## src/corebus_pkg.sv

```systemverilog
// ~~~~~~~~~~~~~~~~~~~~~~~~~~~~~~
// corebus package
// bus widths, encodings and the payload
// and error structs of the core bus monitor.
// ~~~~~~~~~~~~~~~~~~~~~~~~~~~~~~
`default_nettype none

package corebus_pkg;

  localparam int ID_W      = 3;
  localparam int LEN_W     = 4;   // 0 encodes MAX_BEATS.
  localparam int MAX_BEATS = 16;
  localparam int BEAT_W    = 5;
  localparam int DATA_W    = 32;
  localparam int ADDR_W    = 16;
  localparam int WQ_DEPTH  = 4;
  localparam int WQ_PTR_W  = $clog2(WQ_DEPTH);

  typedef enum logic [1:0] {
    COREBUS_READ     = 2'd0,  // non-posted, returns data.
    COREBUS_WRITE    = 2'd1,  // posted.
    COREBUS_WRITE_NP = 2'd2   // non-posted, single response beat.
  } corebus_cmd_e;

  typedef enum logic {
    COREBUS_RESP      = 1'b0,
    COREBUS_RESP_DATA = 1'b1
  } corebus_resp_e;

  typedef struct packed {
    corebus_cmd_e      kind;
    logic [ID_W-1:0]   id;
    logic [ADDR_W-1:0] addr;
    logic [LEN_W-1:0]  len;
  } corebus_cmd_t;

  typedef struct packed {
    logic [DATA_W-1:0]   data;
    logic [DATA_W/8-1:0] be;
    logic                last;
  } corebus_wdata_t;

  typedef struct packed {
    corebus_resp_e     kind;
    logic [ID_W-1:0]   id;
    logic [DATA_W-1:0] data;
    logic              last;
  } corebus_resp_t;

  typedef struct packed {
    logic hold_cmd;
    logic hold_data;
    logic hold_resp;
    logic write_count;
    logic resp_unknown;
    logic resp_count;
  } corebus_err_t;

  // length field to beat count.
  function automatic logic [BEAT_W-1:0] burst_beats(input logic [LEN_W-1:0] len);
    logic [BEAT_W-1:0] beats;
    if (len == '0) begin
      beats = BEAT_W'(MAX_BEATS);
    end else begin
      beats = BEAT_W'(len);
    end
    return beats;
  endfunction

endpackage

`default_nettype wire

```

## src/corebus_hold_checker.sv

```systemverilog
// ~~~~~~~~~~~~~~~~~~~~~~~~~~~~~~
// corebus hold checker
// flags valid or payload changing
// while a beat waits for accept.
// ~~~~~~~~~~~~~~~~~~~~~~~~~~~~~~
`default_nettype none

module corebus_hold_checker #(
  parameter type payload_t = logic
) (
  input  var logic     clk,
  input  var logic     i_rst_n,
  input  var logic     i_valid,
  input  var logic     i_accept,
  input  var payload_t i_payload,
  output logic         o_violation
);

  logic     waiting;
  payload_t prev_payload;

  // armed by a stalled beat.
  always_ff @(posedge clk or negedge i_rst_n) begin
    if (!i_rst_n) begin
      waiting <= 1'b0;
    end else begin
      waiting <= i_valid && !i_accept;
    end
  end

  always_ff @(posedge clk) begin
    prev_payload <= i_payload;
  end

  // valid dropped or payload moved during the stall.
  assign o_violation = waiting && (!i_valid || (i_payload != prev_payload));

endmodule

`default_nettype wire

```

## src/corebus_monitor.sv

```systemverilog
// ~~~~~~~~~~~~~~~~~~~~~~~~~~~~~~
// corebus monitor
// passive protocol monitor, registered
// error pulses and sticky status.
// ~~~~~~~~~~~~~~~~~~~~~~~~~~~~~~
`default_nettype none

module corebus_monitor (
  input  var logic                        clk,
  input  var logic                        i_rst_n,
  input  var logic                        i_cmd_valid,
  input  var corebus_pkg::corebus_cmd_t   i_cmd,
  input  var logic                        i_cmd_accept,
  input  var logic                        i_wdata_valid,
  input  var corebus_pkg::corebus_wdata_t i_wdata,
  input  var logic                        i_wdata_accept,
  input  var logic                        i_resp_valid,
  input  var corebus_pkg::corebus_resp_t  i_resp,
  input  var logic                        i_resp_accept,
  input  var logic                        i_clr_status,
  output corebus_pkg::corebus_err_t       o_err,
  output corebus_pkg::corebus_err_t       o_err_status
);

  logic                           cmd_fire;
  logic                           wdata_fire;
  logic                           resp_fire;
  logic                           hold_cmd;
  logic                           hold_data;
  logic                           hold_resp;
  logic                           write_count;
  logic                           resp_known;
  logic [corebus_pkg::BEAT_W-1:0] resp_expected;
  logic                           resp_unknown;
  logic                           resp_count;
  corebus_pkg::corebus_err_t      err_now;

  assign cmd_fire   = i_cmd_valid && i_cmd_accept;
  assign wdata_fire = i_wdata_valid && i_wdata_accept;
  assign resp_fire  = i_resp_valid && i_resp_accept;

  corebus_hold_checker #(
    .payload_t (corebus_pkg::corebus_cmd_t)
  ) u_hold_cmd (
    .clk         (clk),
    .i_rst_n     (i_rst_n),
    .i_valid     (i_cmd_valid),
    .i_accept    (i_cmd_accept),
    .i_payload   (i_cmd),
    .o_violation (hold_cmd)
  );

  corebus_hold_checker #(
    .payload_t (corebus_pkg::corebus_wdata_t)
  ) u_hold_wdata (
    .clk         (clk),
    .i_rst_n     (i_rst_n),
    .i_valid     (i_wdata_valid),
    .i_accept    (i_wdata_accept),
    .i_payload   (i_wdata),
    .o_violation (hold_data)
  );

  corebus_hold_checker #(
    .payload_t (corebus_pkg::corebus_resp_t)
  ) u_hold_resp (
    .clk         (clk),
    .i_rst_n     (i_rst_n),
    .i_valid     (i_resp_valid),
    .i_accept    (i_resp_accept),
    .i_payload   (i_resp),
    .o_violation (hold_resp)
  );

  corebus_write_checker u_write_checker (
    .clk           (clk),
    .i_rst_n       (i_rst_n),
    .i_cmd_fire    (cmd_fire),
    .i_cmd         (i_cmd),
    .i_wdata_fire  (wdata_fire),
    .i_wdata       (i_wdata),
    .o_count_error (write_count)
  );

  corebus_outstanding_table u_outstanding_table (
    .clk         (clk),
    .i_rst_n     (i_rst_n),
    .i_cmd_fire  (cmd_fire),
    .i_cmd       (i_cmd),
    .i_resp_fire (resp_fire),
    .i_resp      (i_resp),
    .o_known     (resp_known),
    .o_expected  (resp_expected)
  );

  corebus_response_checker u_response_checker (
    .clk           (clk),
    .i_rst_n       (i_rst_n),
    .i_resp_fire   (resp_fire),
    .i_resp        (i_resp),
    .i_known       (resp_known),
    .i_expected    (resp_expected),
    .o_unknown     (resp_unknown),
    .o_count_error (resp_count)
  );

  always_comb begin
    err_now              = '0;
    err_now.hold_cmd     = hold_cmd;
    err_now.hold_data    = hold_data;
    err_now.hold_resp    = hold_resp;
    err_now.write_count  = write_count;
    err_now.resp_unknown = resp_unknown;
    err_now.resp_count   = resp_count;
  end

  always_ff @(posedge clk or negedge i_rst_n) begin
    if (!i_rst_n) begin
      o_err        <= '0;
      o_err_status <= '0;
    end else begin
      o_err <= err_now;  // one pulse per violating edge.
      if (i_clr_status) begin
        o_err_status <= err_now;  // new errors survive a clear.
      end else begin
        o_err_status <= corebus_pkg::corebus_err_t'(o_err_status | err_now);
      end
    end
  end

endmodule

`default_nettype wire

```

## src/corebus_outstanding_table.sv

```systemverilog
// ~~~~~~~~~~~~~~~~~~~~~~~~~~~~~~
// corebus outstanding table
// per-id record of non-posted commands
// and their expected response beats.
// ~~~~~~~~~~~~~~~~~~~~~~~~~~~~~~
`default_nettype none

module corebus_outstanding_table (
  input  var logic                        clk,
  input  var logic                        i_rst_n,
  input  var logic                        i_cmd_fire,
  input  var corebus_pkg::corebus_cmd_t   i_cmd,
  input  var logic                        i_resp_fire,
  input  var corebus_pkg::corebus_resp_t  i_resp,
  output logic                            o_known,
  output logic [corebus_pkg::BEAT_W-1:0]  o_expected
);

  logic [2**corebus_pkg::ID_W-1:0] busy;
  corebus_pkg::corebus_resp_e      kind  [2**corebus_pkg::ID_W];
  logic [corebus_pkg::BEAT_W-1:0]  beats [2**corebus_pkg::ID_W];
  logic                            is_read;
  logic                            record;
  corebus_pkg::corebus_resp_e      cmd_kind;
  logic [corebus_pkg::BEAT_W-1:0]  cmd_beats;

  assign is_read = (i_cmd.kind == corebus_pkg::COREBUS_READ);

  // posted writes and busy ids are not recorded.
  assign record = i_cmd_fire && (i_cmd.kind != corebus_pkg::COREBUS_WRITE) &&
                  !busy[i_cmd.id];

  assign cmd_kind  = is_read ? corebus_pkg::COREBUS_RESP_DATA : corebus_pkg::COREBUS_RESP;
  assign cmd_beats = is_read ? corebus_pkg::burst_beats(i_cmd.len)
                             : corebus_pkg::BEAT_W'(1);

  always_ff @(posedge clk or negedge i_rst_n) begin
    if (!i_rst_n) begin
      busy <= '0;
    end else begin
      if (i_resp_fire && i_resp.last) begin
        busy[i_resp.id] <= 1'b0;  // burst done.
      end
      if (record) begin
        busy[i_cmd.id] <= 1'b1;
      end
    end
  end

  always_ff @(posedge clk) begin
    if (record) begin
      kind[i_cmd.id]  <= cmd_kind;
      beats[i_cmd.id] <= cmd_beats;
    end
  end

  // lookup by response id, kind must match too.
  assign o_known    = busy[i_resp.id] && (kind[i_resp.id] == i_resp.kind);
  assign o_expected = beats[i_resp.id];

endmodule

`default_nettype wire

```

## src/corebus_response_checker.sv

```systemverilog
// ~~~~~~~~~~~~~~~~~~~~~~~~~~~~~~
// corebus response checker
// counts response beats per burst and
// flags unknown ids and bad beat counts.
// ~~~~~~~~~~~~~~~~~~~~~~~~~~~~~~
`default_nettype none

module corebus_response_checker (
  input  var logic                        clk,
  input  var logic                        i_rst_n,
  input  var logic                        i_resp_fire,
  input  var corebus_pkg::corebus_resp_t  i_resp,
  input  var logic                        i_known,
  input  var logic [corebus_pkg::BEAT_W-1:0] i_expected,
  output logic                            o_unknown,
  output logic                            o_count_error
);

  logic                           in_burst;
  logic                           skip_q;
  logic [corebus_pkg::BEAT_W-1:0] cnt_q;
  logic [corebus_pkg::BEAT_W-1:0] exp_q;
  logic                           first;
  logic                           cur_skip;
  logic [corebus_pkg::BEAT_W-1:0] cur_exp;
  logic [corebus_pkg::BEAT_W-1:0] cnt_now;
  logic                           bad_count;

  assign first = !in_burst;

  // lookup taken on the first beat, held for the rest.
  assign cur_skip = first ? !i_known : skip_q;
  assign cur_exp  = first ? i_expected : exp_q;
  assign cnt_now  = (first ? '0 : cnt_q) + 1'b1;

  // last at the wrong count, or the count reached without last.
  assign bad_count = i_resp.last ? (cnt_now != cur_exp) : (cnt_now >= cur_exp);

  assign o_unknown     = i_resp_fire && first && !i_known;
  assign o_count_error = i_resp_fire && !cur_skip && bad_count;

  always_ff @(posedge clk or negedge i_rst_n) begin
    if (!i_rst_n) begin
      in_burst <= 1'b0;
      skip_q   <= 1'b0;
      cnt_q    <= '0;
    end else if (i_resp_fire) begin
      if (i_resp.last) begin
        in_burst <= 1'b0;
        skip_q   <= 1'b0;
        cnt_q    <= '0;
      end else begin
        in_burst <= 1'b1;
        skip_q   <= cur_skip;
        cnt_q    <= cnt_now;
      end
    end
  end

  always_ff @(posedge clk) begin
    if (i_resp_fire && !i_resp.last) begin
      exp_q <= cur_exp;
    end
  end

endmodule

`default_nettype wire

```

## src/corebus_write_checker.sv

```systemverilog
// ~~~~~~~~~~~~~~~~~~~~~~~~~~~~~~
// corebus write checker
// pairs write commands with data bursts
// in order and compares length to beats.
// ~~~~~~~~~~~~~~~~~~~~~~~~~~~~~~
`default_nettype none

module corebus_write_checker (
  input  var logic                        clk,
  input  var logic                        i_rst_n,
  input  var logic                        i_cmd_fire,
  input  var corebus_pkg::corebus_cmd_t   i_cmd,
  input  var logic                        i_wdata_fire,
  input  var corebus_pkg::corebus_wdata_t i_wdata,
  output logic                            o_count_error
);

  // queue 0 holds command lengths, queue 1 finished burst counts.
  logic [1:0]                     q_push;
  logic [1:0]                     q_avail;
  logic [corebus_pkg::BEAT_W-1:0] q_in   [2];
  logic [corebus_pkg::BEAT_W-1:0] q_head [2];
  logic                           pair;
  logic [corebus_pkg::BEAT_W-1:0] beat_cnt;

  assign q_push[0] = i_cmd_fire && (i_cmd.kind != corebus_pkg::COREBUS_READ);
  assign q_in[0]   = corebus_pkg::burst_beats(i_cmd.len);
  assign q_push[1] = i_wdata_fire && i_wdata.last;
  assign q_in[1]   = beat_cnt + 1'b1;

  for (genvar g = 0; g < 2; g++) begin : g_queue
    logic [corebus_pkg::BEAT_W-1:0]   mem [corebus_pkg::WQ_DEPTH];
    logic [corebus_pkg::WQ_PTR_W-1:0] rd_ptr;
    logic [corebus_pkg::WQ_PTR_W-1:0] wr_ptr;
    logic [corebus_pkg::WQ_PTR_W:0]   count;
    logic                             empty;
    logic                             full;
    logic                             store;
    logic                             pop;

    assign empty = (count == '0);
    assign full  = (count == (corebus_pkg::WQ_PTR_W + 1)'(corebus_pkg::WQ_DEPTH));

    // an arrival into an empty queue can be consumed at once.
    assign q_avail[g] = !empty || q_push[g];
    assign q_head[g]  = empty ? q_in[g] : mem[rd_ptr];

    assign pop   = pair && !empty;
    assign store = q_push[g] && !(pair && empty) && !full;

    always_ff @(posedge clk or negedge i_rst_n) begin
      if (!i_rst_n) begin
        rd_ptr <= '0;
        wr_ptr <= '0;
        count  <= '0;
      end else begin
        if (store) begin
          wr_ptr <= wr_ptr + 1'b1;
        end
        if (pop) begin
          rd_ptr <= rd_ptr + 1'b1;
        end
        count <= count + (corebus_pkg::WQ_PTR_W + 1)'(store)
                       - (corebus_pkg::WQ_PTR_W + 1)'(pop);
      end
    end

    always_ff @(posedge clk) begin
      if (store) begin
        mem[wr_ptr] <= q_in[g];
      end
    end
  end

  assign pair          = &q_avail;
  assign o_count_error = pair && (q_head[0] != q_head[1]);

  // beats of the burst in flight.
  always_ff @(posedge clk or negedge i_rst_n) begin
    if (!i_rst_n) begin
      beat_cnt <= '0;
    end else if (i_wdata_fire) begin
      beat_cnt <= i_wdata.last ? '0 : beat_cnt + 1'b1;
    end
  end

endmodule

`default_nettype wire
```

## config.mk

```make
export PLATFORM = sky130hd
export DESIGN_NAME = corebus_monitor
export DESIGN_NICKNAME = d
export VERILOG_FILES = /design/src/corebus_pkg.sv /design/src/corebus_hold_checker.sv /design/src/corebus_monitor.sv /design/src/corebus_outstanding_table.sv /design/src/corebus_response_checker.sv /design/src/corebus_write_checker.sv
export SDC_FILE = /design/constraint.sdc
export NUM_CORES = 1
export LEC_CHECK = 0
export ABC_AREA = 1
export BUFFER_PORTS_ARGS = -buffer_cell sky130_fd_sc_hd__buf_2
export CAP_MARGIN = 20
export CORE_MARGIN = 4
export CORE_UTILIZATION = 55
export DETAILED_ROUTE_END_ITERATION = 10
export PLACE_DENSITY = 0.76
export REMOVE_ABC_BUFFERS = 1
export SLEW_MARGIN = 10
export SYNTH_ARGS = -nofsm -noshare
export SYNTH_HDL_FRONTEND = slang
export SYNTH_SLANG_ARGS = --single-unit
```

## constraint.sdc

```tcl
create_clock -name clk -period 2.8 [get_ports clk]
set_input_delay 0.14 -clock clk [delete_from_list [all_inputs] [get_ports clk]]
set_output_delay 0.14 -clock clk [all_outputs]
set_load 0.03 [all_outputs]
```

# Yosys cells after proc, flatten, opt, wreduce, memory -nomap -nowiden
# Memory sizes are Yosys's and may differ from the RTL's.
# Index checks and enable logic that the tools add are counted.
# Widths: inputs -> output; s select.
[word_totals]
reg_bits = 153
ram_bits = 88
inputBits = 108
output_inout_bits = 12
elab_cells = 159
n_memories = 4
[classes]
addsub = 10
n_lt_le_gt_ge = 5
eq_ne = 9
n_mux = 30
bitwise_logic = 4
reduce_logical = 59
[mem_list]
columns = ["name", "words", "word_bits", "rd", "rd_ports_with_merged_regs", "write_ports", "line", "source"]
rows = [
  ["u_outstanding_table.beats", 8, 5, 1, 0, 1, "corebus_outstanding_table.sv:21", "logic [corebus_pkg::BEAT_W-1:0] beats [2**corebus_pkg::ID_W];"],
  ["u_write_checker.g_queue[0].mem", 4, 5, 1, 0, 1, "corebus_write_checker.sv:32", "logic [corebus_pkg::BEAT_W-1:0] mem [corebus_pkg::WQ_DEPTH];"],
  ["u_write_checker.g_queue[1].mem", 4, 5, 1, 0, 1, "corebus_write_checker.sv:32", ""],
  ["u_outstanding_table.kind", 8, 1, 1, 0, 1, "corebus_outstanding_table.sv:20", "corebus_pkg::corebus_resp_e kind [2**corebus_pkg::ID_W];"],
]
[op_table]
columns = ["operator", "n"]
rows = [
  ["$ne 37x37->1", 2],
  ["$mux 5", 8],
  ["$logic_and 1x1->1", 31],
  ["$ne 25x25->1", 1],
  ["$logic_not 1->1", 17],
  ["$mux 8", 2],
  ["$mux 1", 15],
  ["$add 5x1->5 const B", 2],
  ["$ne 5x5->1", 2],
  ["$add 2x1->2 const B", 4],
  ["$and 8x8->8", 1],
  ["$lt 3x4->1 const B", 2],
  ["$not 8->8", 1],
  ["$or 8x8->8", 1],
  ["$add 3x1->3", 2],
  ["$bmux 1 s3", 2],
  ["$demux 1 s3", 2],
  ["$eq 3x3->1 const B", 2],
  ["$ge 3x1->1 const B", 2],
  ["$logic_not 3->1", 2],
  ["$mux 6", 1],
  ["$or 6x6->6", 1],
  ["$sub 3x1->3", 2],
  ["$ge 5x5->1", 1],
  ["7 further kinds", 11],
]

# Logic depth before layout (Yosys ltp)
[depth]
ltp_word = 10
mapped_depth = 19
mapped_depth_nobuf = 17

# By module
# A second synthesis with hierarchy kept.
[unflattened]
cells_unflattened = 1327
hier_area_um2 = 10866.7
[by_module_without_submodules]
columns = ["module", "n_inst", "cells_per_inst", "area_each_um2", "seq_area_each_um2"]
rows = [
  ["corebus_write_checker", 1, 339, 3095.5, 1676.6],
  ["corebus_hold_checker (u_hold_resp ...)", 2, 217, 1480.2, 765.7],
  ["corebus_outstanding_table", 1, 250, 2547.4, 1641.6],
  ["corebus_hold_checker (u_hold_cmd)", 1, 167, 1082.3, 525.5],
  ["corebus_response_checker", 1, 100, 787.0, 325.3],
  ["corebus_monitor", 1, 37, 394.1, 300.3],
]

# Worst setup path before layout
# No wires, ideal clock.
[synth_path]
path_kind = "register to register"
start = "register u_response_checker.in_burst"
end = "register o_err_status[0] (netlist bit)"
t_arrival_ps = 1911
required_ps = 2682
path_slack_ps = 771
path_stages_with_launch = 16
path_buffers = 1
cell_sequence = "dfrtp_1 buf_2 nand2_1 inv_1 ha_1 nand4_1 xnor2_1 inv_1 ha_1 nand2_1 nor2_1 nand2_1 o22ai_1 nor2_1 nand2_1 nand2_1"
[synth_via]
elab_chain_cells = 7
[synth_lines]
columns = ["item", "line", "source"]
rows = [
  ["from (decl)", "corebus_response_checker.sv:19", "logic in_burst;"],
  ["from (signal assigned)", "corebus_response_checker.sv:44", "in_burst <= 1'b0;"],
  ["from (signal assigned)", "corebus_response_checker.sv:49", "in_burst <= 1'b0;"],
  ["from (signal assigned)", "corebus_response_checker.sv:53", "in_burst <= 1'b1;"],
  ["$mux 5", "corebus_response_checker.sv:34", "assign cnt_now = (first ? '0 : cnt_q) + 1'b1;"],
  ["$add 5x1->5", "corebus_response_checker.sv:34", ""],
  ["$ge 5x5->1 or $ne 5x5->1 (tied branches)", "corebus_response_checker.sv:37", "assign bad_count = i_resp.last ? (cnt_now != cur_exp) : (cnt_now >= cur_exp);"],
  ["$mux 1", "corebus_response_checker.sv:37", ""],
  ["$logic_and 1x1->1 (*)", "corebus_response_checker.sv:40", "assign o_count_error = i_resp_fire && !cur_skip && bad_count;"],
  ["$or 6x6->6", "corebus_monitor.sv:126", "o_err_status <= corebus_pkg::corebus_err_t'(o_err_status | err_now);"],
  ["$mux 6 (*)", "corebus_monitor.sv:123", "if (i_clr_status) begin"],
  ["to (signal assigned)", "corebus_monitor.sv:124", "o_err_status <= err_now;"],
  ["to (signal assigned)", "corebus_monitor.sv:126", ""],
  ["to (decl)", "corebus_monitor.sv:22", "output corebus_pkg::corebus_err_t o_err_status"],
]
# Every way passes the cells marked *; elsewhere a longest branch is shown, timed or not.
# A chain may end at the register's enable or synchronous reset.

# Worst setup path after layout
[layout_path]
start = "input port i_resp[33] (netlist bit)"
end = "register o_err_status[0] (netlist bit)"
[layout_via]
elab_chain_cells = 10
[layout_lines]
columns = ["item", "line", "source"]
rows = [
  ["from (decl)", "corebus_monitor.sv:18", "input var corebus_pkg::corebus_resp_t i_resp,"],
  ["parallel branches: the longest is 7 deep, another holds $mem_v2 8x5", "-", ""],
  ["$logic_and 1x1->1 (*)", "corebus_response_checker.sv:40", ""],
  ["$or 6x6->6", "corebus_monitor.sv:126", ""],
  ["$mux 6 (*)", "corebus_monitor.sv:123", ""],
]
# Mark *: on every way between the ends. The select of a mux whose other input is x is not followed.

==> results by group <==
Yosys
  • Area share of and/or/nand/nor cells after synthesis: 0.2045
  • Per-instance average area after synthesis: slightly above 9 um^2
  • Number of storage elements in the synthesis netlist: 241
  • Post-Syn Instances: approximately 1100
  • Share of the yosys chip area belonging to registers: 0.5891
  • Synth Warn #: 0
  • Post-Synth XOR/XNOR Area: 0.03525
  • Async S/R FF share, synth: 0.2033
  • Largest family of logic cells by synthesized area: simple AND/OR/NAND/NOR gates
  • Primary FF master, synth: sky130_fd_sc_hd__dfxtp_1
  • Post-synthesis instance area: 10190 um^2
  • Count of unique library cells instantiated by Yosys: 42
  • Share of synthesized area spent on multiplexers: 0
  • Post-synthesis share of cell area spent on full adders, half adders and majority gates: 0.02727
  • Number of flops mapped to enable cells by yosys: 93
  • Complex-gate fraction of the synthesized area: 0.06645

Floorplan
  • Die Y-Extent: between 100 and 150 um
  • Starting utilization of the core area: 0.5632
  • Std-Cell Core Area: 18090 um^2
  • DIE AREA: roughly 21000 um^2
  • Number of ports placed on the die boundary: 120
  • Num rows: between 40 and 50
  • Die outline width: 144.1 um

Critical path
  • Depth of the worst register-to-register path: 9
  • Startpoint-to-endpoint class of the critical path: primary input to flip-flop
  • Worst EP arrival: between 2000 and 3000 ps
  • Source of the critical timing path: i_resp[33]
  • Slack of the worst reg-to-reg path: between 300 and 400 ps
  • Crit Reg-Reg Endpoint: u_write_checker.g_queue[1].count[2]
  • Largest fanout on the critical path: 17
  • Capturing element of the worst setup path: o_err_status[0]
  • Critical path endpoint category: flip-flop
  • Crit path required time: between 3000 and 4000 ps
  • Reg-to-Reg Start: u_write_checker.g_queue[1].count[1]
  • Kind of start point of the critical path: primary input

Routing
  • Routed via count divided by cell count: between 5 and 6
  • Total wirelength of the detailed-routed design: roughly 23 mm
  • Residual antenna-violating net count after detailed routing: 0
  • Violation count after the first detailed-routing iteration: 622
  • DR WL/cell: roughly 15 um
  • Number of detailed-route iterations in the first pass: 5
  • Number of vias in the routed layout: 7903
  • Post-route DRC: 0

CTS
  • Source-to-sink clock delay at the later pin of the worst-skew pair: 510 ps
  • Bufs on Longest Clock Path: 3
  • CTS buffer count: 24
  • Clk slew on worst S/H paths: 60 ps
  • Sinks on Clock Net: around 240
  • Cell chosen for the clock root: sky130_fd_sc_hd__clkbuf_16
  • CTS tree: yes
  • Number of levels the H-tree was split into: 1

Flow run
  • Count of maximum capacitance violations: 0

STA
  • Post-route clock period utilization: 0.8987
  • Final Max Slew Viols: 0
  • Fin. Hold Viols: 0
  • Worst slew pin tran: between 700 and 800 ps
  • Count of final setup violators: 0
  • Final critical-path required period: 2516 ps
  • Worst-case clock skew: 10.65 ps
  • Final-layout setup total negative slack: 0 ps
  • Max Fclk: about 400 MHz
  • Setup repair after global routing missed its margin: false
  • Relative slew margins: 0.4808

Global route
  • Via count of the first global-routing pass: between 7000 and 8000
  • Largest net degree at the start of global routing: 26
  • Global route total overflow: 0
  • Wire length of the first global-routing pass: ~37 mm
  • Initial antenna violation count: 0
  • Overall global routing resource usage: 0.2239

Power
  • Worst vdd rail ir drop: 0.4214 mV
  • PD cells: ~740 nW/um^2
  • Leakage power of the design: 6.035 nW

Final layout
  • Area of all placed cells without fillers: 12770 um^2
  • Post-Route Utilization: 0.7060
  • Most frequent standard cell in the layout excluding fill and tap cells: sky130_fd_sc_hd__nand2_1
  • Commonest non-fill, non-tap cells in the layout: 291 x sky130_fd_sc_hd__nand2_1, 162 x sky130_fd_sc_hd__inv_1, 119 x sky130_fd_sc_hd__buf_2
  • Area delta synth->final: 25.35%
  • Ratio of cells with drive above 1 in the final layout: 0.1438
  • # nets final: approximately 1500
  • Diode insertion count for antenna repair: 0

Place
  • Placer Congestion: between 0.8 and 0.9
  • Placed inst area: ~11000 um^2
  • Count of buffers from port buffering: roughly 120
  • Total half-perimeter wirelength after legalization and detailed placement: between 15 and 20 mm

Min path
  • Path class of the lowest-slack min-delay path: primary input to flip-flop
  • Hold Path Cell Cnt: 4

Status
  • Result of the run: complete, no violations
-- report_power, final --
part	switching, mW	leakage [nW]	total, mW	internal (mW)
sequential	0.246	2.27	4.22	3.98
clock	1.32	0.386	3.11	1.78
combinational	1.26	3.38	2.07	0.806
-- sequential cells by signal (all words and copies together), names as in the netlist, 6 cells and up --
signal and count:
o_err 6, o_err_status 6, u_hold_cmd.prev_payload 25, u_hold_resp.prev_payload 37
u_hold_wdata.prev_payload 37, u_outstanding_table.beats 40, u_outstanding_table.busy 8, u_outstanding_table.kind 8
u_write_checker.g_queue.count 6, u_write_checker.g_queue.mem 40
-- worst max-delay path, cell delays in order --
cell and delay, ps:
sky130_fd_sc_hd__dlygate4sd3_1 520, sky130_fd_sc_hd__buf_2 290, sky130_fd_sc_hd__inv_2 180, sky130_fd_sc_hd__nor3_2 410, sky130_fd_sc_hd__nand2_1 90, sky130_fd_sc_hd__and3_1 180, sky130_fd_sc_hd__nand3b_1 100, sky130_fd_sc_hd__o21ai_2 70
sky130_fd_sc_hd__ha_1 290, sky130_fd_sc_hd__nand2_1 60, sky130_fd_sc_hd__nor2_1 140, sky130_fd_sc_hd__nand2_1 80, sky130_fd_sc_hd__o22ai_1 150, sky130_fd_sc_hd__nor2_1 60, sky130_fd_sc_hd__nand2_1 90, sky130_fd_sc_hd__nand2_1 60
-- cell type report --
cell class / instances / area [um^2]
Inverter: 169 / 634.4
Clock buffer: 33 / 710.7
Clock inverter: 11 / 60.06
Timing Repair Buffer: 228 / 1679
Multi-Input combinational cell: 667 / 3397
Fill cell: 1292 / 5318
Sequential cell: 241 / 6001
Tap cell: 229 / 286.5
-- kinds of logic after synthesis --
group	Yosys count
xor gates and xnor gates	41
adders and majority gates	21
buffers and inverters	191
DFF	241
and+or+nand+nor	496
AOI/OAI and AO/OA	109
-- layer usage --
metal  up-vias  GRT usage  routed length [um]
met5         -          0                   0
met4         0    0.07037                 650
met3        49    0.03340                1130
met2       222     0.4045               11740
met1      3638     0.2767                9700
li1       3994          -                   -
-- synth_stat cells (3+ instances only) --
master / count / area share
sky130_fd_sc_hd__inv_1: 162 / 0.060
sky130_fd_sc_hd__inv_2: 7 / 0.0026
sky130_fd_sc_hd__o21ai_0: 40 / 0.020
sky130_fd_sc_hd__dfxtp_1: 99 / 0.19
sky130_fd_sc_hd__edfxtp_1: 93 / 0.27
sky130_fd_sc_hd__o2111ai_1: 3 / 0.0026
sky130_fd_sc_hd__a211oi_1: 4 / 0.0029
sky130_fd_sc_hd__ha_1: 19 / 0.023
sky130_fd_sc_hd__clkbuf_1: 4 / 0.0015
sky130_fd_sc_hd__o21ai_1: 5 / 0.0025
sky130_fd_sc_hd__buf_2: 10 / 0.0049
sky130_fd_sc_hd__nand4_1: 17 / 0.010
sky130_fd_sc_hd__o21ai_2: 4 / 0.0034
sky130_fd_sc_hd__nand2_1: 291 / 0.11
sky130_fd_sc_hd__nor3_1: 9 / 0.0044
sky130_fd_sc_hd__nor2_1: 95 / 0.035
sky130_fd_sc_hd__xnor2_1: 14 / 0.012
sky130_fd_sc_hd__nand2_2: 3 / 0.0018
sky130_fd_sc_hd__a21oi_1: 10 / 0.0049
sky130_fd_sc_hd__o22ai_1: 23 / 0.014
sky130_fd_sc_hd__or2_2: 13 / 0.0080
sky130_fd_sc_hd__dfrtp_1: 49 / 0.12
sky130_fd_sc_hd__nand3_1: 55 / 0.027
sky130_fd_sc_hd__buf_6: 6 / 0.0066
sky130_fd_sc_hd__a22o_1: 9 / 0.0077
sky130_fd_sc_hd__a221oi_1: 3 / 0.0026
sky130_fd_sc_hd__xor2_1: 27 / 0.023
sky130_fd_sc_hd__nor3_2: 3 / 0.0029
-- worst min path at each step --
stage	to	from
after floorplan	o_err[0]	i_rst_n
after detailed placement	u_write_checker.g_queue[1].count[0]	i_rst_n
after global routing	o_err_status[1]	i_clr_status
after CTS	u_write_checker.beat_cnt[1]	i_wdata_valid
after global placement	u_write_checker.g_queue[1].count[0]	i_rst_n
final	o_err_status[5]	i_clr_status
-- metrics by stage --
| stage | hold slack, ps | std cells | setup slack [ps] | power (mW) |
|---|---|---|---|---|
| global route | 91.77 | 1578 | 12.06 | 9.961 |
| CTS | 59.33 | 1578 | 316.5 | 9.430 |
| global placement | 203.1 | 1428 | 431.2 | 6.154 |
| floorplan | -155.6 | 1077 | 645.1 | 5.639 |
| finish | 73.66 | 1578 | 283.7 | 9.401 |
| detailed placement | 208.1 | 1428 | 377.3 | 6.219 |
-- timing repair --
action | in CTS | in global routing
setup buffers | 0 | 0
gates resized for setup | 0 | 0
hold buffers | 106 | 0
endpoints found under the hold margin | 142 | 0
(Power assumes the default switching activity.)
